`config.mk`:
```
export PLATFORM = sky130hd
export DESIGN_NAME = acq_controller
export DESIGN_NICKNAME = d
export VERILOG_FILES = /design/src/design/acq_data_pkg.sv /design/src/design/acq_ctrl_pkg.sv /design/src/design/acq_controller.sv
export VERILOG_INCLUDE_DIRS = /design/src /design/src/include
export SDC_FILE = /design/constraint.sdc
export NUM_CORES = 1
export LEC_CHECK = 0
export BUFFER_PORTS_ARGS = -buffer_cell sky130_fd_sc_hd__buf_2
export CORE_MARGIN = 4
export CORE_UTILIZATION = 57
export DETAILED_ROUTE_END_ITERATION = 10
export GPL_TIMING_DRIVEN = 0
export PLACE_DENSITY = 0.86
export SLEW_MARGIN = 20
export SYNTH_ARGS = -nofsm -noshare
export SYNTH_HDL_FRONTEND = slang
export SYNTH_SLANG_ARGS = --single-unit
```
`constraint.sdc`:
```
create_clock -name adc_clk -period 8.31 [get_ports adc_clk]
set_clock_uncertainty 0.1 [all_clocks]
set_input_delay 1.662 -clock adc_clk [delete_from_list [all_inputs] [get_ports adc_clk]]
set_output_delay 1.662 -clock adc_clk [all_outputs]
set_load 0.05 [all_outputs]
```
`src/include/adc_acq_defines.svh`:
```
`ifndef ADC_ACQ_DEFINES_SVH
`define ADC_ACQ_DEFINES_SVH

// burst geometry
`define ACQ_BURST_LEN      8      // samples per burst
`define ACQ_LANE_W         16     // bits per sample lane
`define ACQ_PRETRIG_DEPTH  64     // bursts held in the ring

// word kind, top 4 bits of the 132-bit word
`define ACQ_KIND_HEADER    4'd1
`define ACQ_KIND_DATA      4'd2

// header field lsb positions inside the 128-bit payload
`define ACQ_HDR_TAG_LSB     0     // channel tag, 16 bits
`define ACQ_HDR_FILL_LSB    16    // fill number, 24 bits
`define ACQ_HDR_TYPE_LSB    40    // fill type, 2 bits
`define ACQ_HDR_NBURST_LSB  48    // data words in waveform, 11 bits
`define ACQ_HDR_PRETRIG_LSB 64    // saturated pre-trigger, 12 bits
`define ACQ_HDR_STAMP_LSB   80    // trigger burst index, 24 bits

`endif

```
`src/design/acq_data_pkg.sv`:
```
`include "adc_acq_defines.svh"

package acq_data_pkg;

    //////////////////////////////////////////////////////////////////////
    // sample and burst payload
    //////////////////////////////////////////////////////////////////////
    typedef logic [11:0] adc_sample_t;                            // one adc code
    typedef logic [`ACQ_BURST_LEN*`ACQ_LANE_W-1:0] burst_t;       // oldest in lane 0
    typedef logic [$bits(burst_t)+3:0] acq_word_t;                // kind over payload

    //////////////////////////////////////////////////////////////////////
    // counts and host fields
    //////////////////////////////////////////////////////////////////////
    typedef logic [23:0] burst_idx_t;      // bursts since reset, also fill number
    typedef logic [10:0] num_bursts_t;     // data words per waveform
    typedef logic [11:0] pre_trig_t;       // pre-trigger bursts
    typedef logic [15:0] channel_tag_t;    // channel identity for the header

endpackage

```
`src/design/acq_ctrl_pkg.sv`:
```
package acq_ctrl_pkg;

    // fill controller states
    typedef enum logic [2:0] {
        ST_IDLE,        // disarmed
        ST_ARMED,       // waiting for ext_trig
        ST_WAIT_FIRST,  // request taken, waiting for trigger burst
        ST_CAPTURE,     // header out, data words counting down
        ST_ACK          // ext_done high until ext_trig falls
    } acq_state_e;

    typedef logic [1:0] fill_type_t;       // {ext_enable1, ext_enable0}

endpackage

```
`src/design/acq_controller.sv`:
```
`include "adc_acq_defines.svh"

module acq_controller
    import acq_data_pkg::*;
    import acq_ctrl_pkg::*;
(
    input  logic         adc_clk,
    input  logic         arst_n,
    input  logic         ext_enable0,          // fill type bit 0
    input  logic         ext_enable1,          // fill type bit 1
    input  logic         ext_trig,             // four-phase request
    input  channel_tag_t channel_tag,
    input  burst_idx_t   initial_fill_num,
    input  logic         initial_fill_num_wr,  // load strobe, idle only
    input  num_bursts_t  async_num_bursts,
    input  pre_trig_t    async_pre_trig,
    input  burst_t       dly_data,
    input  logic         dly_valid,
    input  burst_idx_t   burst_idx,            // one burst ahead of dly_valid
    output logic         ext_done,             // four-phase acknowledge
    output logic         ddr3_wr_en,           // acquisition mode
    output logic         adc_acq_sm_idle,
    output burst_idx_t   fill_num,
    output acq_word_t    adc_acq_out_dat,
    output logic         adc_acq_out_valid
);

    localparam pre_trig_t PT_MAX = pre_trig_t'(`ACQ_PRETRIG_DEPTH - 1);

    acq_state_e  state;
    fill_type_t  fill_type;
    fill_type_t  ftype_q;      // latched at request
    pre_trig_t   pt_sat;
    pre_trig_t   pt_q;
    num_bursts_t nb_q;
    num_bursts_t remaining;    // data words still to go
    burst_idx_t  stamp;
    burst_t      hdr_payload;
    burst_t      hold_q;       // trigger burst, sent after the header
    acq_word_t   word_q;       // registered header or first data word
    logic        word_vld_q;
    logic        first_pend;   // first data word still in hold_q
    logic        load_hdr;
    logic        load_first;
    logic        live_word;    // data word straight from dly_data

    assign fill_type  = fill_type_t'({ext_enable1, ext_enable0});
    assign pt_sat     = (async_pre_trig > PT_MAX) ? PT_MAX : async_pre_trig;
    assign stamp      = burst_idx - 1'b1;   // index of the burst on dly_data
    assign load_hdr   = (state == ST_WAIT_FIRST) && dly_valid;
    assign load_first = (state == ST_CAPTURE) && first_pend && (remaining != '0);
    assign live_word  = (state == ST_CAPTURE) && !first_pend && dly_valid &&
                        (remaining != '0);

    // header builder
    always_comb begin
        hdr_payload = '0;
        hdr_payload[`ACQ_HDR_TAG_LSB     +: $bits(channel_tag_t)] = channel_tag;
        hdr_payload[`ACQ_HDR_FILL_LSB    +: $bits(burst_idx_t)]   = fill_num;
        hdr_payload[`ACQ_HDR_TYPE_LSB    +: $bits(fill_type_t)]   = ftype_q;
        hdr_payload[`ACQ_HDR_NBURST_LSB  +: $bits(num_bursts_t)]  = nb_q;
        hdr_payload[`ACQ_HDR_PRETRIG_LSB +: $bits(pre_trig_t)]    = pt_q;
        hdr_payload[`ACQ_HDR_STAMP_LSB   +: $bits(burst_idx_t)]   = stamp;
    end

    // output word mux
    assign adc_acq_out_valid = word_vld_q | live_word;
    assign adc_acq_out_dat   = live_word ? {`ACQ_KIND_DATA, dly_data} : word_q;
    assign ddr3_wr_en        = (state != ST_IDLE);
    assign adc_acq_sm_idle   = (state == ST_IDLE);

    //////////////////////////////////////////////////////////////////////
    // arm / trigger FSM
    //////////////////////////////////////////////////////////////////////
    always_ff @(posedge adc_clk or negedge arst_n) begin
        if (!arst_n) begin
            state      <= ST_IDLE;
            ftype_q    <= '0;
            pt_q       <= '0;
            nb_q       <= '0;
            remaining  <= '0;
            first_pend <= 1'b0;
            word_vld_q <= 1'b0;
            ext_done   <= 1'b0;
            fill_num   <= '0;
        end else begin
            word_vld_q <= load_hdr | load_first;    // header, then first data word
            case (state)
                ST_IDLE: begin
                    if (initial_fill_num_wr)
                        fill_num <= initial_fill_num;
                    if (fill_type != '0)
                        state <= ST_ARMED;
                end
                ST_ARMED: begin
                    if (fill_type == '0) begin
                        state <= ST_IDLE;           // pending request waits
                    end else if (ext_trig) begin
                        state   <= ST_WAIT_FIRST;
                        ftype_q <= fill_type;
                        pt_q    <= pt_sat;
                        nb_q    <= async_num_bursts;
                    end
                end
                ST_WAIT_FIRST: begin
                    if (dly_valid) begin            // trigger burst
                        state      <= ST_CAPTURE;
                        remaining  <= nb_q;
                        first_pend <= 1'b1;
                    end
                end
                ST_CAPTURE: begin
                    // done goes high the cycle after the last data word
                    if (remaining == '0 || (live_word && remaining == num_bursts_t'(1))) begin
                        state      <= ST_ACK;
                        ext_done   <= 1'b1;
                        fill_num   <= fill_num + 1'b1;
                        first_pend <= 1'b0;
                    end else if (load_first) begin
                        first_pend <= 1'b0;
                        remaining  <= remaining - 1'b1;
                    end else if (live_word) begin
                        remaining  <= remaining - 1'b1;
                    end
                end
                ST_ACK: begin
                    if (!ext_trig) begin            // host dropped request
                        ext_done <= 1'b0;
                        state    <= (fill_type != '0) ? ST_ARMED : ST_IDLE;
                    end
                end
                default: state <= ST_IDLE;
            endcase
        end
    end

    // payload words
    always_ff @(posedge adc_clk) begin
        if (load_hdr) begin
            word_q <= {`ACQ_KIND_HEADER, hdr_payload};
            hold_q <= dly_data;
        end else if (load_first) begin
            word_q <= {`ACQ_KIND_DATA, hold_q};
        end
    end

endmodule

```
==> results by stage, run 1 <==
Floorplanning:
- 382 I/O pins were placed.
- The core outline area is 24400 sq um.
- The vertical die dimension is 166 um.
- The width of the die is 166 um.
- The die area is 27500 sq um.
- The initial standard-cell utilization of the core is 0.582.
- The number of placement rows is 57.

Synthesis:
- Counting instances in the post-synthesis netlist gives the leading cell types as edfxtp_1 (217), mux2_2 (144), nand2_1 (129).
- The share of synthesized area in the top cell type comes to 0.459.
- The leading register cell type out of synthesis is edfxtp_1.
- The number of different library cells in the post-synthesis netlist is 62.
- Yosys instantiated no cell more often than edfxtp_1.
- The share of synthesized registers carrying an async set or reset is 0.204.
- The most area-hungry cell type in the Yosys netlist is edfxtp_1.
- Summing every instance area after synthesis gives 14200 sq um.
- In this run, synthesis inferred 217 flip-flops with an integrated enable.
- The count of yosys warnings during synthesis is 0.
- The count of mapped cells out of synthesis is 1099.
- The synthesized area per cell is 12.9 sq um.
- Of the synthesized area, sequential elements account for 0.633.
- Synthesis inferred 324 register bits.
- Yosys attributes the largest share of cell area to edfxtp_1 (46%), dfrtp_1 (12%), mux2_2 (11%), dfxtp_1 (5.8%), a22o_1 (4.2%).

Run status:
- The flow ran to the end, and the final reports show no timing, DRC or antenna violations.

Global route:
- The wire length of the first global-routing pass is 62.2 mm.
- The number of global-route vias before repair is 11000.
- The total global-route track usage is 0.281.
- For this run the aggregate overflow at the end of global routing stands at 0.
- The number of antenna violations at the first check in global routing is 9.
- The maximum number of pins on one net before global-route repair is 53.

CTS:
- The deepest level of the CTS H-tree is 2.
- Gates resized during post-CTS repair numbered 0.
- The total CTS buffers is 35.
- The TritonCTS clock tree is yes.
- After clock tree synthesis, the flow added hold-fix buffers numbering 0.
- The post-CTS repair timing setup buffer count is 0.
- Clock tree synthesis found a total of 324 sinks.
- The clock latency on the worst-skew pair is 520 ps.
- The clock transition time at the flip-flop clock pins of the worst setup and hold paths is 60 ps.
- Counting along the longest clock path gives a buffer depth of 3.
- The root buffer cell chosen for the clock tree is clkbuf_16.

Timing:
- The slew at the pin closest to its max-slew limit is 919 ps.
- The routed design could run at a clock period as short as 5210 ps.
- Setup repair after global routing left no endpoint under its margin.
- The total setup violations reported at the end of the flow is 0.
- In the final timing run, aggregate negative setup slack is 0 ps.
- The max-slew violation count is 0.
- The final-layout worst hold slack is 358 ps.
- Static timing analysis puts the maximum clock frequency at 0.192 GHz.
- The relative slew slack is 0.387.
- After layout, the worst setup slack is 3100 ps.
- Dividing the final minimum period by the clock period gives 0.627.
- The number of hold-slack violations in the final timing report is 0.

Run:
- The tool flagged a number of max-cap violations equal to 0.

Routing:
- The number of violations reported at the end of detailed-routing iteration 0 is 1153.
- Dividing the detail-routed wire length by the instance count gives 21.3 um.
- Dividing the detail-routed via count by the number of cells gives 6.00.
- After detailed routing, the total wire length is 40.1 mm.
- The number of detailed-routing iterations run before antenna repair is 6.
- The detail route stage leaves a number of antenna-violating nets equal to 0.
- After detailed routing, the number of remaining DRC violations is 0.
- The routed layout has 11300 vias.

Worst setup path:
- The critical path is of the in -> out type.
- The critical path data required time is 6550 ps.
- The launch instance of the worst register-to-register path is state[2].
- At the worst endpoint, the arrival time is 3450 ps.
- The critical path starts at dly_valid.
- The worst setup path is launched from an input pin.
- The worst setup path is captured at an output port.
- The top fanout value on the critical path is 10.

Hold path:
- The source of the worst hold timing path is word_q[46].
- The worst min-delay path class is reg -> reg.

Cells and area:
- Summing all multi-input logic gate instances after layout gives 4900 sq um.
- The count of fill cells added during filler insertion is 1647.
- The post-route cell area is 17800 sq um.
- Compared with the post-synthesis result, the final layout area differs by 25.6%.
- The net total in the final layout is 1746.
- In the final layout, the share of cells above drive strength 1 is 0.396.
- Registers take 8990 sq um.
- The count of cells in the finished layout, fillers not included, comes to 1879.

Placement:
- OpenSTA, run right after detailed placement, puts the worst setup slack at 3070 ps.
- The count of port buffers added during placement is 379.
- The wire-length estimate of the detail-placed layout is 28.4 mm.
- At the end of routability-driven placement, the weighted congestion stood at 0.950.
- Summing all placed instances gives a cell area of 16600 sq um.
- After detailed placement, the design holds a cell count of 1807.

Power:
- The static leakage is 7.22 nW.
- For this design the ratio of total power to cell area is 441 nW/um^2.
- Across the VDD grid, the largest voltage drop is 0.303 mV.
==> state kept, by name, summed over array words and instances, names as in the netlist <==
signal and count:
ext_done 1, fill_num 24, first_pend 1, ftype_q 2
hold_q 128, nb_q 11, pt_q 12, remaining 11
state 3, word_q 130, word_vld_q 1
==> per-layer routing <==
layer	global-route usage	wire length [um]	vias up
met5	0	11	-
met4	0.103	1550	2
met3	0.0474	3250	114
met2	0.465	19500	632
met1	0.378	15700	5508
li1	-	-	5022
==> cell type report <==
| cell class | instances | share of cell area |
|---|---|---|
| sequential | 324 | 0.504 |
| multi-input combinational | 697 | 0.275 |
| timing repair buffer | 383 | 0.112 |
| clock buffer | 46 | 0.0537 |
| tap | 324 | 0.0227 |
| buffer | 69 | 0.0166 |
| clock inverter | 18 | 0.0133 |
| inverter | 10 | 0.00210 |
| antenna | 8 | 0.00112 |
==> critical path, cell delays in order <==
cell	delay [ps]
buf_2	120
nand4_1	260
buf_2	390
buf_2	400
mux2_2	380
buf_2	220
==> placed cells by master, fill, tap and decap left out, types with 10 or more instances in the layout <==
cell,n
nand3_1,17
nand2_1,128
inv_1,10
dfrtp_1,66
a22o_1,68
edfxtp_1,217
clkbuf_16,36
a21oi_1,66
xnor2_1,16
clkbuf_1,49
nor2_1,49
o21ai_0,46
nand4_1,10
buf_2,398
dfxtp_1,41
mux2_2,144
nor3_1,20
nor4_1,10
==> path summary, 6_finish.rpt <==
| check | end | slack (ps) | depth (start not counted) |
|---|---|---|---|
| setup reg to reg | hold_q[37] | 4800 | 7 |
| setup / recovery | adc_acq_out_dat[42] | 3100 | 6 |
| max in group asynchronous | pt_q[3] | 6600 | 2 |
| min in group asynchronous | fill_num[17] | 970 | 1 |
| hold / removal | word_q[46] | 360 | 2 |
| hold reg to reg | word_q[46] | 360 | 2 |
==> logic make-up after synthesis <==
| family | Yosys count | share of synthesized area |
|---|---|---|
| AO/OA/AOI/OAI | 239 | 0.115 |
| XOR/XNOR | 19 | 0.0117 |
| adder cells (fa/ha/maj) | 4 | 0.00353 |
| buffers and inverters | 79 | 0.0232 |
| flip-flops | 324 | 0.633 |
| multiplexers | 147 | 0.116 |
| other | 1 | 0.000264 |
| AND/OR/NAND/NOR | 286 | 0.0967 |
==> stage by stage <==
| step | utilization | power (mW) |
|---|---|---|
| 6_report | 0.731 | 7.87 |
| 5_1_grt | 0.731 | 8.21 |
| 4_1_cts | 0.730 | 7.87 |
| 3_5_place_dp | 0.681 | 6.24 |
| 3_3_place_gp | 0.676 | 6.18 |
| 2_1_floorplan | - | 5.32 |
==> power by group <==
part | switching, mW | internal (mW)
Combinational | 2.60 | 1.03
Sequential | 0.297 | 2.33
Clock | 0.634 | 0.977
(Power assumes the default switching activity.)
==> run 2: changes to the inputs <==
CORE_UTILIZATION = 53   (was 57)
PLACE_DENSITY = 0.8   (was 0.86)
clock period = 4.8 ns   (was 8.31 ns; I/O delays follow)
==> run 2 against run 1 <==
Against the previous run: highest routed layer unchanged; critical path depth grew 1; register-to-register slack lost 3400 ps; via count shrank 1.7%; clock power grew 70%; sequential share of layout area is essentially flat; critical endpoint is now adc_acq_out_dat[102].
==> results by stage, run 2 (synthesis results as in run 1) <==
Run status:
- The run finished with clean final reports.

Routing:
- The first routing iteration left 963 violations.
- After detailed routing, the number of vias per cell comes to 5.87.
- The number of nets with antenna violations after routing is 0.
- The via total after detailed routing is 11100.
- The routed wire length per instance is 21.4 um.
- The total wire length is 40.4 mm.
- After detailed routing, the number of remaining DRC violations is 0.
- The first detailed-routing pass ran for 5 iterations.

CTS:
- TritonCTS built the clock tree.
- After clock tree synthesis, the clock-pin slew on the worst setup and hold paths is 60 ps.
- The post-CTS repair timing setup buffer count is 0.
- The clock passes through at most 3 buffers.
- Counting every sink on the clock net gives 324.
- The number of hold buffers added after CTS was 0.
- The total CTS buffers is 36.
- For the worst-skew pair, the clock arrives at the later sink with an insertion delay of 510 ps.
- The root buffer cell is clkbuf_16.
- The deepest level of the CTS H-tree is 2.
- The post-CTS resize count is 0.

Cells and area:
- Leaving out fill and tap cells, the most frequent cell in the layout is buf_2.
- Relative to the synthesized area, the layout overhead comes to 25.5%.
- The finished cells cover 17800 sq um.
- The library cells used most frequently in the layout, excluding fill and tap cells, are buf_2 (398), edfxtp_1 (217), mux2_2 (144).
- Summing all flip-flop and latch instances after layout gives 8990 sq um.
- In the final layout, the multi-input gates occupy 4900 sq um.
- The register with the most flip-flops in the layout has 130 of them.
- The net total in the final layout is 1746.
- The largest registers in the layout are word_q x130, hold_q x128, fill_num x24.
- At the end of the flow the core is filled with cells to 0.680.
- The layout cell share with drive strength beyond 1 is 0.395.
- The most flop-heavy register is word_q.
- The count of fill cells added during filler insertion is 1906.

Worst setup path:
- The gate family responsible for the most delay along the worst path is simple AND/OR/NAND/NOR gates.
- In this run the worst path has a maximum fanout of 10.
- Data on the critical path arrives at its endpoint at 3410 ps.
- The capture point of the worst reg-to-reg path is hold_q[49].
- For this design, the slowest cell found on the critical path is nor4_4.
- The worst register-to-register path begins at state[2].
- The length in cells of the worst reg-to-reg path is 7.
- The register-to-register setup slack is 1350 ps.
- STA classifies the critical path endpoint as an output port.
- The class of the most critical setup path is reg -> out.
- The most numerous cell on the critical path is buf_2.
- Counting buffers and inverters, the worst setup path is 7 cells deep.
- The buffer and inverter count on the worst path is 3.
- For the worst setup path, the data required time is 3740 ps.
- Walking the worst path, the cells encountered are nor4_4 -> nand4_1 -> nand4_1 -> buf_2 -> buf_2 -> mux2_2 -> buf_2.
- STA classifies the critical path startpoint as a register.
- On the worst path, the slowest cell contributes a delay of 490 ps.

Timing:
- Setup violations remaining at the end of the flow were counted as 0.
- At the pin with the least slew margin, the transition time is 863 ps.
- The relative slew slack is 0.425.
- In the finished design, the share of the clock period the worst path needs comes to 0.931.
- The top achievable clock speed is 0.224 GHz.
- The number of hold-slack violations in the final timing report was 0.
- The max-slew violation count is 0.
- The worst path needs 4470 ps of the cycle, external delays included.
- Setup repair after global routing left no endpoint under its margin.

Placement:
- The global placement routability congestion is 0.924.
- The placed wire-length estimate after detailed placement is 28.5 mm.
- The post-detailed-placement cell area is 16600 sq um.
- The count of port buffers added during placement is 379.

Floorplanning:
- The number of top-level pins is 382.
- The number of placement rows is 59.
- The width of the die is 172 um.
- The core region is 26200 sq um.
- The die is 172 um tall.
- The initial utilization of the core area, before any placement, comes to 0.542.
- The die area is 29500 sq um.

Global route:
- The number of global-route vias before repair is 10800.
- The total overflow left after global routing is 0.
- The first global-routing pass estimated 59.9 mm of wire.
- The total global-route track usage is 0.261.
- The maximum number of pins on one net before global-route repair is 94.
- The number of antenna violations at the first check in global routing is 11.

Power:
- VDD sags by at most 0.543 mV.
- In this run the static leakage power is 7.20 nW.
- Dividing total power by cell area gives a power density of 762 nW/um^2.

Run:
- The max-cap check violation count is 0.

Hold path:
- The worst hold path belongs to the class in -> async.
[run 2: layout make-up]
type	count	area share
clock inverter	11	0.00632
tap	335	0.0235
sequential	324	0.504
clock buffer	52	0.0598
buffer	69	0.0169
antenna	10	0.00140
multi-input combinational	697	0.275
timing repair buffer	382	0.111
inverter	10	0.00211
[run 2: worst max path at each step]
| stage | start | slack (ps) | endpoint |
|---|---|---|---|
| after floorplan | dly_valid | 780 | hold_q[0] |
| after global placement | dly_valid | -870 | hold_q[60] |
| after detailed placement | dly_valid | 860 | hold_q[50] |
| after CTS | remaining[7] | 310 | adc_acq_out_dat[42] |
| after global routing | remaining[7] | 230 | adc_acq_out_dat[44] |
| final | remaining[7] | 330 | adc_acq_out_dat[102] |
[run 2: metal layers]
| layer | vias to the layer above | global-route usage | part of all wire |
|---|---|---|---|
| li1 | 5035 | - | - |
| met1 | 5418 | 0.354 | 0.41 |
| met2 | 561 | 0.425 | 0.49 |
| met3 | 73 | 0.0476 | 0.078 |
| met4 | 2 | 0.0906 | 0.027 |
| met5 | - | 0 | 0.00032 |
[run 2: where the power goes]
group / switching [mW] / internal (mW)
Combinational: 4.51 / 1.78
Sequential: 0.511 / 4.04
Clock: 1.09 / 1.65
[run 2: through the flow]
stage,worst slack [ps],hold WS [ps],power (mW),instances,setup TNS (ps)
5_1_grt,231,266,14.2,1890,0
4_1_cts,312,258,13.6,1880,0
3_3_place_gp,-869,328,10.7,1814,-185810
6_report,330,261,13.6,1890,0
2_1_floorplan,781,315,9.18,1100,0
3_5_place_dp,858,347,10.8,1817,0
[run 2: worst register-to-register path: cells and delay by family (launching register included)]
family | cells | cell delay (ps)
and+or+nand+nor | 2 | 500
DFF | 1 | 470
buffers and inverters | 5 | 1920
