===== config.mk =====
export PLATFORM = sky130hd
export DESIGN_NAME = adc_sample_packer
export DESIGN_NICKNAME = d
export VERILOG_FILES = /design/src/design/acq_data_pkg.sv /design/src/design/adc_sample_packer.sv
export VERILOG_INCLUDE_DIRS = /design/src /design/src/include
export SDC_FILE = /design/constraint.sdc
export NUM_CORES = 1
export LEC_CHECK = 0
export ABC_AREA = 1
export BUFFER_PORTS_ARGS = -buffer_cell sky130_fd_sc_hd__clkbuf_2
export CORE_MARGIN = 5
export CORE_UTILIZATION = 45
export DETAILED_ROUTE_END_ITERATION = 8
export GPL_TIMING_DRIVEN = 0
export PLACE_DENSITY = 0.67
export SLEW_MARGIN = 10
export SYNTH_ARGS = -nofsm -noshare
export SYNTH_HDL_FRONTEND = slang
export SYNTH_SLANG_ARGS = --single-unit
export TNS_END_PERCENT = 30

===== constraint.sdc =====
create_clock -name adc_clk -period 4.6 [get_ports adc_clk]
set_clock_uncertainty 0.1 [all_clocks]
set_input_delay 0.23 -clock adc_clk [delete_from_list [all_inputs] [get_ports adc_clk]]
set_output_delay 0.23 -clock adc_clk [all_outputs]
set_load 0.02 [all_outputs]

===== src/include/adc_acq_defines.svh =====
`ifndef ADC_ACQ_DEFINES_SVH
`define ADC_ACQ_DEFINES_SVH

// burst geometry
`define ACQ_BURST_LEN      8      // samples per burst
`define ACQ_LANE_W         16     // bits per sample lane
`define ACQ_PRETRIG_DEPTH  64     // bursts held in the ring

// word kind, top 4 bits of the 132-bit word
`define ACQ_KIND_HEADER    4'd1
`define ACQ_KIND_DATA      4'd2

// header field lsb positions inside the 128-bit payload
`define ACQ_HDR_TAG_LSB     0     // channel tag, 16 bits
`define ACQ_HDR_FILL_LSB    16    // fill number, 24 bits
`define ACQ_HDR_TYPE_LSB    40    // fill type, 2 bits
`define ACQ_HDR_NBURST_LSB  48    // data words in waveform, 11 bits
`define ACQ_HDR_PRETRIG_LSB 64    // saturated pre-trigger, 12 bits
`define ACQ_HDR_STAMP_LSB   80    // trigger burst index, 24 bits

`endif


===== src/design/acq_data_pkg.sv =====
`include "adc_acq_defines.svh"

package acq_data_pkg;

    //////////////////////////////////////////////////////////////////////
    // sample and burst payload
    //////////////////////////////////////////////////////////////////////
    typedef logic [11:0] adc_sample_t;                            // one adc code
    typedef logic [`ACQ_BURST_LEN*`ACQ_LANE_W-1:0] burst_t;       // oldest in lane 0
    typedef logic [$bits(burst_t)+3:0] acq_word_t;                // kind over payload

    //////////////////////////////////////////////////////////////////////
    // counts and host fields
    //////////////////////////////////////////////////////////////////////
    typedef logic [23:0] burst_idx_t;      // bursts since reset, also fill number
    typedef logic [10:0] num_bursts_t;     // data words per waveform
    typedef logic [11:0] pre_trig_t;       // pre-trigger bursts
    typedef logic [15:0] channel_tag_t;    // channel identity for the header

endpackage


===== src/design/adc_sample_packer.sv =====
`include "adc_acq_defines.svh"

module adc_sample_packer
    import acq_data_pkg::*;
(
    input  logic        adc_clk,
    input  logic        arst_n,
    input  adc_sample_t adc_data,     // one sample per clock
    input  logic        adc_ovr,      // over-range flag for adc_data
    output burst_t      burst_data,   // eight packed samples
    output logic        burst_valid,  // one-cycle strobe per burst
    output burst_idx_t  burst_idx     // bursts emitted since reset
);

    localparam int LW = `ACQ_LANE_W;
    localparam int BW = $bits(burst_t);
    localparam int PHW = $clog2(`ACQ_BURST_LEN);
    localparam logic [PHW-1:0] PH_LAST = PHW'(`ACQ_BURST_LEN - 1);

    logic [PHW-1:0] phase;   // sample slot within the burst
    logic [LW-1:0]  lane;    // sample + ovr, zero padded
    burst_t         shift_q;
    burst_t         shift_nxt;

    assign lane      = {{(LW - $bits(adc_sample_t) - 1){1'b0}}, adc_ovr, adc_data};
    assign shift_nxt = {lane, shift_q[BW-1:LW]};   // newest enters at the top

    // control, aligned to reset release
    always_ff @(posedge adc_clk or negedge arst_n) begin
        if (!arst_n) begin
            phase       <= '0;
            burst_valid <= 1'b0;
            burst_idx   <= '0;
        end else begin
            phase       <= phase + 1'b1;           // wraps every burst
            burst_valid <= (phase == PH_LAST);
            if (phase == PH_LAST)
                burst_idx <= burst_idx + 1'b1;
        end
    end

    // payload
    always_ff @(posedge adc_clk) begin
        shift_q <= shift_nxt;
        if (phase == PH_LAST)
            burst_data <= shift_nxt;   // eighth sample lands in lane 7
    end

endmodule


==> results of run 1 <==
-- power groups by stage --
stage	sequential (W)	combinational [W]	clock, W
floorplan	0.00217	0.0000326	0
global placement	0.00218	0.0000443	0
detailed placement	0.00218	0.0000452	0
CTS	0.00214	0.0000546	0.00186
global route	0.00214	0.0000606	0.00195
finish	0.00214	0.0000551	0.00181
-- final timing paths --
check	slack, ns	startpoint	cells past startpoint	end
setup / recovery	2.29	phase[0]	10	burst_idx[19]
hold / removal	0.22	arst_n	2	burst_idx[14]
setup reg to reg	2.29	phase[0]	10	burst_idx[19]
hold reg to reg	0.24	shift_q[75]	0	shift_q[59]
max in group asynchronous	3.71	arst_n	2	burst_idx[4]
min in group adc_clk	0.24	shift_q[75]	0	shift_q[59]
-- cell usage in the layout (no fill, tap or decap), drive strengths merged --
cell | netlist | layout
ha | 3 | 3
clkinvlp | 0 | 2
buf | 25 | 26
nand4 | 3 | 3
xor2 | 9 | 9
dlygate4sd3 | 0 | 14
inv | 13 | 14
clkbuf | 0 | 171
conb | 1 | 24
o21ai | 1 | 1
nor3 | 4 | 4
nor2 | 18 | 18
nand2 | 52 | 52
edfxtp | 104 | 104
clkinv | 0 | 6
xnor2 | 6 | 6
nand3b | 4 | 4
bufinv | 0 | 3
mux2 | 1 | 1
nand3 | 8 | 8
dfrtp | 28 | 28
dfxtp | 91 | 91
-- worst max-delay path, cell delays in order (launching register included) --
cell and delay, ns:
dfrtp_1 0.35, ha_1 0.19, ha_4 0.65, buf_6 0.23
nand2_2 0.08, nor2_4 0.14, nand2_4 0.11, nor2_4 0.14
nand3_1 0.08, nand2_1 0.06, nand2_1 0.05
-- area by class of cell --
class	instances	area [um^2]	share of cell area (%)
multi-input combinational	133	734.5	8.651
inverter	13	48.80	0.5748
buffer	25	191.4	2.255
sequential	223	5645	66.50
clock buffer	28	614.3	7.237
timing repair buffer	158	883.3	10.41
tap	184	230.2	2.712
clock inverter	12	141.4	1.665
-- sequential cells by signal (all words and copies together) (netlist names) --
signal	cells
burst_valid	1
phase	3
burst_data	104
shift_q	91
burst_idx	24
-- Yosys cell counts --
master / number
nand4_1: 3
nand3_1: 8
mux2_2: 1
nand2_1: 46
ha_1: 3
nor2_4: 7
nor3_1: 4
dfrtp_1: 28
xor2_1: 9
nand2_2: 5
inv_1: 13
conb_1: 1
dfxtp_1: 91
edfxtp_1: 104
buf_6: 1
buf_4: 24
nor2_2: 1
nand2_4: 1
nor2_1: 10
xnor2_1: 6
nand3b_1: 4
o21ai_0: 1
-- kinds of logic after synthesis --
logic type / Yosys count / share of synthesized area, %
other: 1 / 0.05750
and+or+nand+nor: 89 / 6.850
buffers and inverters: 38 / 3.684
DFF: 223 / 86.57
AOI/OAI and AO/OA: 1 / 0.07667
xor gates and xnor gates: 15 / 2.015
adders and majority gates: 3 / 0.5757
muxes: 1 / 0.1727
-- layer usage --
metal	vias to the layer above	routed length [um]	part of all wire [%]	track usage, %
li1	1629	-	-	-
met1	1583	4073	38	14.39
met2	107	5560	52	21.06
met3	18	816	7.7	3.049
met4	0	165	1.6	3.690
met5	-	0	0	0
-- per-stage QoR --
step	hold WS (ns)	worst slack, ns
after CTS	0.2224	2.228
after floorplan	-0.1656	0.4719
after global routing	0.2511	2.087
final	0.2182	2.292
after global placement	0.1914	-0.5989
after detailed placement	0.2120	2.239
-- what timing repair did --
action | 4_1_cts | 5_1_grt
setup endpoints to repair | 0 | 0
hold buffers | 14 | 0
hold endpoints to repair | 54 | 0
buffers inserted | 0 | 0
==> flow_summary_export.csv, run 1 <==
group,metric,value,unit
layout,finalNetCount,594,
setup_path,worstSetupPathType,"flip-flop to flip-flop",
power,p_sw_share,18.53,%
layout,nFillCells,1111,
route,vias,3337,
power,static-leakage-power,3.639,nW
cts,numCtsBuffers,22,
route,viasPerCell,4.300,
yosys,synthCells,371,
cts,cts_tree,"done",
place,place_area,7594,um^2
setup_path,crit_path_max_fanout,54,
route,wl,10.62,mm
route,ant_nets,0,
sta,rsz0062_at_grt,"false",
die,ios,168,
sta,slew_violations,0,
sta,hold_viol,0,
power,seq_power_share,53.4,%
run_status,status,"completed",
hold_path,holdCritPathClass,"primary input to asynchronous set/reset pin",
die,start_util,45.38,%
die,core,14370,um^2
cts,clk_pin_slew,0.06,ns
power,internal_power,0.003260,W
layout,final_util,59.08,%
setup_path,cp.arrival,2.59,ns
die,row_count,44,
global_routing,grt_usage,11.91,%
cts,cts_root_buf,"clkbuf_16",
sta,setup_viol,0,
power,pwr-share-comb,1.4,%
global_routing,grt_pass1_vias,3291,
cts,clock_path_buffers,3,
global_routing,antenna_found_initial,0,
sta,layout_min_cycle_time,2.308,ns
sta,fin_crit_sh,50.18,%
die,die_w,130.4,um
place,port_buffers,143,
yosys,ys_ff_latch,223,
sta,fmax,0.4332,GHz
yosys,ys_warn_count,0,
setup_path,cp-start-kind,"flip-flop",
yosys,syn_area,6521,um^2
die,fp.dieArea,17000,um^2
die,die_h,130.4,um
place,dp_cells,722,
power,power_density,471.4,nW/um^2
layout,area_delta_synth_final,30.18,%
power,p_sw,0.0007415,W
cts,cts.repair.resized,0,
global_routing,grt_max_degree,55,
sta,tightestPinTransition,0.7811,ns
yosys,synth.largest_area_cell,"edfxtp_1",
global_routing,grt_pass1_wl,16.18,mm
layout,num_antenna_cells,0,
layout,fin_area,8489,um^2
cts,numClockSinks,223,
place,dp_hpwl,7.281,mm
yosys,ys_types,22,
layout,fin_cells,776,
sta,slew_headroom,47.93,%
layout,drive_gt1_share,37.16,%
yosys,synth_top_area_share,47.89,%
global_routing,grt_overflow_total,0,
power,p_clk_share,45.2,%
yosys,yosys-top-cells-area,"edfxtp_1 48%, dfxtp_1 28%, dfrtp_1 11%",
cts,clkLatencyLatePin,0.48,ns
setup_path,critical_path.endpoint_type,"flip-flop",
route,drc_errors,0,
yosys,seq_area_frac_synth,86.57,%
sta,finalSetupTns,0,ns
yosys,syn-mean-instance-area,17.58,um^2
route,drt_iter0_drc,187,
flow_run,max_cap_violations,0,
cts,h-tree-depth,1,
route,avgRoutedWirePerCell,13.68,um
power,totalPowerFinal,0.004002,W
place,globalplace.congestion,0.8133,
setup_path,crit_required,4.88,ns
route,drt-pass1-iter-count,4,
power,ir_drop,0.0002797,V
(Power assumes the default switching activity.)
==> run 2: changes to the inputs <==
--- a/config.mk
+++ b/config.mk
@@ -6,13 +6,13 @@
 export SDC_FILE = /design/constraint.sdc
 export NUM_CORES = 1
 export LEC_CHECK = 0
-export ABC_AREA = 1
+export ABC_AREA = 0
 export BUFFER_PORTS_ARGS = -buffer_cell sky130_fd_sc_hd__clkbuf_2
 export CORE_MARGIN = 5
 export CORE_UTILIZATION = 45
 export DETAILED_ROUTE_END_ITERATION = 8
 export GPL_TIMING_DRIVEN = 0
-export PLACE_DENSITY = 0.67
+export PLACE_DENSITY = 0.7
 export SLEW_MARGIN = 10
 export SYNTH_ARGS = -nofsm -noshare
 export SYNTH_HDL_FRONTEND = slang
==> constraint.sdc (replaced) <==
create_clock -name adc_clk -period 1.9 [get_ports adc_clk]
set_clock_uncertainty 0.1 [all_clocks]
set_input_delay 0.095 -clock adc_clk [delete_from_list [all_inputs] [get_ports adc_clk]]
set_output_delay 0.095 -clock adc_clk [all_outputs]
set_load 0.02 [all_outputs]
==> flow_summary_export.csv, run 2 <==
group,metric,value,unit
run_status,status,"completed",
yosys,seq_area_frac_synth,89.05,%
route,drt-pass1-iter-count,4,
route,wl,10.91,mm
route,viasPerCell,4.368,
global_routing,grt_pass1_vias,3301,
setup_path,worstSetupPathType,"flip-flop to flip-flop",
setup_path,critPathMaxStageDelay,0.40,ns
yosys,syn-mean-instance-area,20.06,um^2
cts,numCtsBuffers,22,
sta,layout_min_cycle_time,1.809,ns
sta,setup_viol,0,
cts,clk_pin_slew,0.06,ns
cts,cts_tree,"done",
die,row_count,43,
setup_path,crit_family,"buffers and inverters",
sta,tightestPinTransition,0.7108,ns
yosys,synth_edf_count,104,
layout,largest_register_ffs,104,
place,place_ws,-0.6197,ns
sta,fin_crit_sh,95.21,%
yosys,ys_warn_count,0,
power,static-leakage-power,3.589,nW
cts,clock_path_buffers,3,
die,start_util,45.85,%
route,drc_errors,0,
cts,clkLatencyLatePin,0.48,ns
power,power_density,1133,nW/um^2
yosys,syn_area,6340,um^2
layout,num_antenna_cells,0,
route,drt_iter0_drc,162,
yosys,synth_top_area_share,49.26,%
global_routing,grt_usage,12.81,%
die,ios,168,
yosys,yosysMostFrequentCell,"edfxtp_1",
cts,cts_root_buf,"clkbuf_16",
cts,numClockSinks,223,
yosys,yosys-top-cells-area,"edfxtp_1 49%, dfxtp_1 29%, dfrtp_1 11%",
cts,h-tree-depth,1,
setup_path,cp_cell_sequence,"ha_2 > ha_4 > buf_4 > bufbuf_16",
layout,drive_gt1_share,40.92,%
layout,final_common_cell,"clkbuf_2",
route,ant_nets,0,
setup_path,cp.arrival,1.89,ns
sta,slew_headroom,52.61,%
setup_path,crit_path_max_fanout,30,
die,die_h,128.7,um
yosys,synthCells,316,
yosys,ys_ff_latch,223,
hold_path,holdCritPathClass,"primary input to asynchronous set/reset pin",
setup_path,critical_path.endpoint_type,"flip-flop",
place,port_buffers,143,
sta,rsz0062_at_grt,"false",
route,vias,3167,
sta,slew_violations,0,
power,ir_drop,0.0007402,V
die,core,13830,um^2
setup_path,slowest_stage,"bufbuf_16",
layout,area_delta_synth_final,33.16,%
sta,hold_viol,0,
place,globalplace.congestion,0.7611,
die,fp.dieArea,16560,um^2
global_routing,grt_overflow_total,0,
route,avgRoutedWirePerCell,15.04,um
layout,regMostFlops,"burst_data",
die,die_w,128.7,um
layout,layout_common_cells,"143 x clkbuf_2, 104 x edfxtp_1, 91 x dfxtp_1",
flow_run,max_cap_violations,0,
yosys,synth.largest_area_cell,"edfxtp_1",
yosys,synth_top_flop_cell,"edfxtp_1",
yosys,synth_common_cells,"104 x edfxtp_1, 91 x dfxtp_1, 28 x dfrtp_1",
layout,finalNetCount,548,
global_routing,antenna_found_initial,1,
global_routing,grt_max_degree,32,
layout,top_regs,"burst_data x104, shift_q x91, burst_idx x24",
setup_path,crit_required,1.98,ns
yosys,async_reset_ff_share,12.56,%
layout,nFillCells,1061,
place,dp_hpwl,6.824,mm
sta,fmax,0.5528,GHz
global_routing,grt_pass1_wl,16.86,mm
sta,setup_slack,0.09092,ns
yosys,ys_types,22,
power,totalPowerFinal,0.009569,W
setup_path,timing.critical_path.buf_inv,2,
setup_path,cp-start-kind,"flip-flop",
## run 2: changes by cell type after synthesis, moves of 4 or more
cell      change
xor2_1        -4
nand4_1       +4
nor3_1        -4
xnor2_1      +12
nand2_1      -40
nor2_4        -6
nor2_1        -5
nand2_2       -5
inv_1        -12
nand3b_1      -4
## run 2: logic make-up (layout without fill, tap and decap cells)
logic type	Yosys count	count (layout)	share of synthesized area, %
adders and majority gates	3	3	0.5921
other	1	24	0.05915
and+or+nand+nor	40	40	4.046
muxes	1	1	0.1776
DFF	223	223	89.05
buffers and inverters	25	231	2.901
xor gates and xnor gates	23	23	3.177
## run 2: per-layer routing
layer	share of wire, %	global-route usage [%]	wire, um	vias to the layer above
met2	53	23.20	5807	103
met3	7.8	3.736	851	19
met1	37	14.45	3996	1541
li1	-	-	-	1502
met5	0.12	0	13	-
met4	2.1	4.324	234	2
## run 2: worst register-to-register path, cell delays in order (launching register included)
cell and delay, ns:
dfrtp_1 0.35, ha_2 0.20, ha_4 0.17, buf_4 0.28, bufbuf_16 0.40
## run 2: power by group
part           total, W  internal [W]  switching [W]
registers       0.00517       0.00513      0.0000416
clock network   0.00426       0.00262        0.00164
logic          0.000135     0.0000617      0.0000729
## run 2: final cells by class
cell class | instances | area, um^2 | share of cell area, %
tap | 180 | 225.2 | 2.668
timing repair buffer | 167 | 1013 | 12.01
clock inverter | 11 | 132.6 | 1.571
clock buffer | 28 | 594.3 | 7.040
sequential | 223 | 5645 | 66.87
inverter | 1 | 3.754 | 0.04446
buffer | 24 | 180.2 | 2.134
multi-input combinational | 91 | 646.9 | 7.663
## run 2: final timing paths
check	startpoint	end	slack, ns	cells past startpoint
worst max-delay path	phase[0]	burst_data[121]	0.09	4
worst min-delay path	arst_n	burst_idx[17]	0.13	2
worst max register to register	phase[0]	burst_data[121]	0.09	4
worst min register to register	shift_q[123]	shift_q[107]	0.24	0
max in group asynchronous	arst_n	phase[2]	1.11	2
min in group adc_clk	adc_data[10]	shift_q[122]	0.17	2
## run 2: repair_timing
action,4_1_cts,5_1_grt
buffers inserted,3,4
pin swaps,0,2
resized for setup,0,2
hold buffers,14,0
cloned,1,1
endpoints found under the setup margin,78,8
hold endpoints to repair,54,0
## run 2: through the flow
stage          setup TNS [ns]  instance area, um^2  hold WS (ns)  instances  utilization, %
2_1_floorplan          -6.810                 6466       -0.3006        339               -
3_3_place_gp           -48.46                 7407       0.05045        662           53.57
3_5_place_dp           -17.47                 7435       0.07105        663           53.77
4_1_cts                     0                 8377        0.1081        720           60.58
5_1_grt                     0                 8442        0.1660        725           61.05
6_report                    0                 8442        0.1320        725           61.05
==> run 3: changes to the inputs <==
--- a/config.mk
+++ b/config.mk
@@ -8,11 +8,13 @@
 export LEC_CHECK = 0
 export ABC_AREA = 0
 export BUFFER_PORTS_ARGS = -buffer_cell sky130_fd_sc_hd__clkbuf_2
+export CORE_ASPECT_RATIO = 1.5
 export CORE_MARGIN = 5
 export CORE_UTILIZATION = 45
 export DETAILED_ROUTE_END_ITERATION = 8
 export GPL_TIMING_DRIVEN = 0
 export PLACE_DENSITY = 0.7
+export RECOVER_POWER = 25
 export SLEW_MARGIN = 10
 export SYNTH_ARGS = -nofsm -noshare
 export SYNTH_HDL_FRONTEND = slang
==> flow_summary_export.csv, run 3 (synthesized netlist as in run 2, its figures left out) <==
group,metric,value,unit
hold_path,holdCritPathClass,"primary input to asynchronous set/reset pin",
cts,cts_tree,"done",
place,place_area,7428,um^2
global_routing,grt_overflow_total,0,
setup_path,crit_path_max_fanout,46,
power,power_density,1097,nW/um^2
setup_path,worstSetupPathType,"flip-flop to flip-flop",
layout,ff_latch_area,5645,um^2
die,fp.dieArea,16610,um^2
setup_path,reg2reg_from,"phase[0]",
setup_path,slowest_stage,"dfrtp_1",
route,met3WireLength,754,um
layout,final_common_cell,"clkbuf_2",
setup_path,timing.critical_path.buf_inv,2,
place,dp_cells,649,
die,die_h,155.4,um
setup_path,cp_cell_sequence,"ha_2 > ha_4 > buf_4 > buf_12",
sta,fmax,0.5872,GHz
sta,slew_violations,0,
run_status,status,"completed",
cts,numCtsBuffers,19,
route,wl,10.24,mm
global_routing,grt_usage,12.15,%
sta,fin_crit_sh,89.63,%
die,die_w,106.9,um
sta,slew_headroom,54.24,%
setup_path,r2r_end,"burst_data[90]",
layout,final_util,58.72,%
cts,cts_root_buf,"clkbuf_16",
flow_run,max_cap_violations,0,
layout,drive_gt1_share,36.82,%
sta,rsz0062_at_grt,"false",
layout,layout_common_cells,"131 x clkbuf_2, 104 x edfxtp_1, 91 x dfxtp_1",
route,ant_nets,0,
layout,fin_cells,700,
setup_path,rrSetupSlack,0.20,ns
layout,top_regs,"burst_data x104, shift_q x91, burst_idx x24",
route,met2WireLength,5.457,mm
setup_path,cp-start-kind,"flip-flop",
sta,hold_viol,0,
layout,area_delta_synth_final,28.99,%
route,wl_met1,3.752,mm
global_routing,grt_pass1_vias,3176,
route,drc_errors,0,
layout,largest_register_ffs,104,
setup_path,critical_path.endpoint_type,"flip-flop",
sta,tightestPinTransition,0.6864,ns
layout,finalNetCount,540,
cts,clock_path_buffers,3,
layout,num_antenna_cells,0,
place,port_buffers,143,
die,core,13930,um^2
global_routing,grt_max_degree,47,
die,ios,168,
setup_path,crit_family,"buffers and inverters",
setup_path,cp.arrival,1.76,ns
layout,regMostFlops,"burst_data",
route,vias,3100,
layout,fin_area,8178,um^2
cts,numClockSinks,223,
place,globalplace.congestion,0.7299,
route,drt-pass1-iter-count,3,
setup_path,r2r_cells,4,
layout,nFillCells,1061,
sta,setup_viol,0,
place,dp_hpwl,7.024,mm
die,row_count,53,
route,avgRoutedWirePerCell,14.62,um
setup_path,critPathMaxStageDelay,0.36,ns
cts,clkLatencyLatePin,0.47,ns
cts,h-tree-depth,1,
global_routing,grt_pass1_wl,16.13,mm
sta,layout_min_cycle_time,1.703,ns
cts,clk_pin_slew,0.07,ns
setup_path,crit_required,1.96,ns
power,ir_drop,0.0007113,V
power,static-leakage-power,3.440,nW
route,dr.max_layer_used,"met4",
die,start_util,45.53,%
layout,multi_input_area,636.9,um^2
power,totalPowerFinal,0.008972,W
route,drt_iter0_drc,115,
route,viasPerCell,4.429,
global_routing,antenna_found_initial,0,
[run 3: cell count changes in the layout (fill, tap and decap cells not counted), moves of 2 or more]
cell | before | now
nand3_2 | 2 | 0
clkbuf_2 | 143 | 131
clkbuf_1 | 5 | 17
clkinv_2 | 6 | 3
buf_4 | 29 | 26
clkinv_1 | 1 | 3
nand3_1 | 9 | 11
clkbuf_16 | 24 | 19
[run 3: how the worst max path moves through the flow]
| stage | startpoint | end | slack (ns) | depth (start not counted) |
|---|---|---|---|---|
| 6_report | phase[0] | burst_data[90] | 0.20 | 4 |
| 3_3_place_gp | phase[0] | burst_idx[14] | -0.82 | 6 |
| 3_5_place_dp | phase[0] | burst_idx[20] | -0.07 | 6 |
| 2_1_floorplan | phase[0] | burst_idx[17] | -0.41 | 6 |
| 4_1_cts | phase[0] | burst_idx[16] | 0.06 | 6 |
| 5_1_grt | phase[0] | burst_data[54] | 0.13 | 4 |
[run 3: metrics by stage]
stage	worst slack (ns)	TNS, ns	hold WS, ns
6_report	0.1971	0	0.09230
5_1_grt	0.1288	0	0.1377
4_1_cts	0.05682	0	0.09412
3_5_place_dp	-0.06961	-0.5543	0.06642
3_3_place_gp	-0.8235	-46.94	0.04712
2_1_floorplan	-0.4096	-6.810	-0.3006
[run 3: routing by layer]
metal / GRT usage, % / vias to the layer above
met5: 0 / -
met4: 4.753 / 0
met3: 3.196 / 23
met2: 21.65 / 107
met1: 13.82 / 1484
li1: - / 1486
[run 3: where the power goes]
group	internal, W	leakage (nW)	switching [W]
Clock	0.00213	0.293	0.00154
Sequential	0.00513	2.08	0.0000411
Combinational	0.0000584	1.07	0.0000726
Total	0.00731	3.44	0.00166
[run 3: layout make-up]
class | count | share of cell area, %
buffer | 24 | 2.203
clock buffer | 24 | 6.043
clock inverter | 10 | 1.270
inverter | 1 | 0.04590
multi-input combinational | 91 | 7.788
sequential | 223 | 69.03
tap | 165 | 2.524
timing repair buffer | 162 | 11.09
[run 3: timing repair]
item | 4_1_cts | 5_1_grt
hold buffers | 14 | 0
hold endpoints to repair | 54 | 0
gates resized for setup | 0 | 0
cloned | 0 | 0
setup buffers | 1 | 2
endpoints found under the setup margin | 12 | 4
[run 3: worst register-to-register path, delay by kind of cell (launching register included)]
kind / cells / cell delay (ns)
adders and majority gates: 2 / 0.40
DFF: 1 / 0.36
buffers and inverters: 2 / 0.52
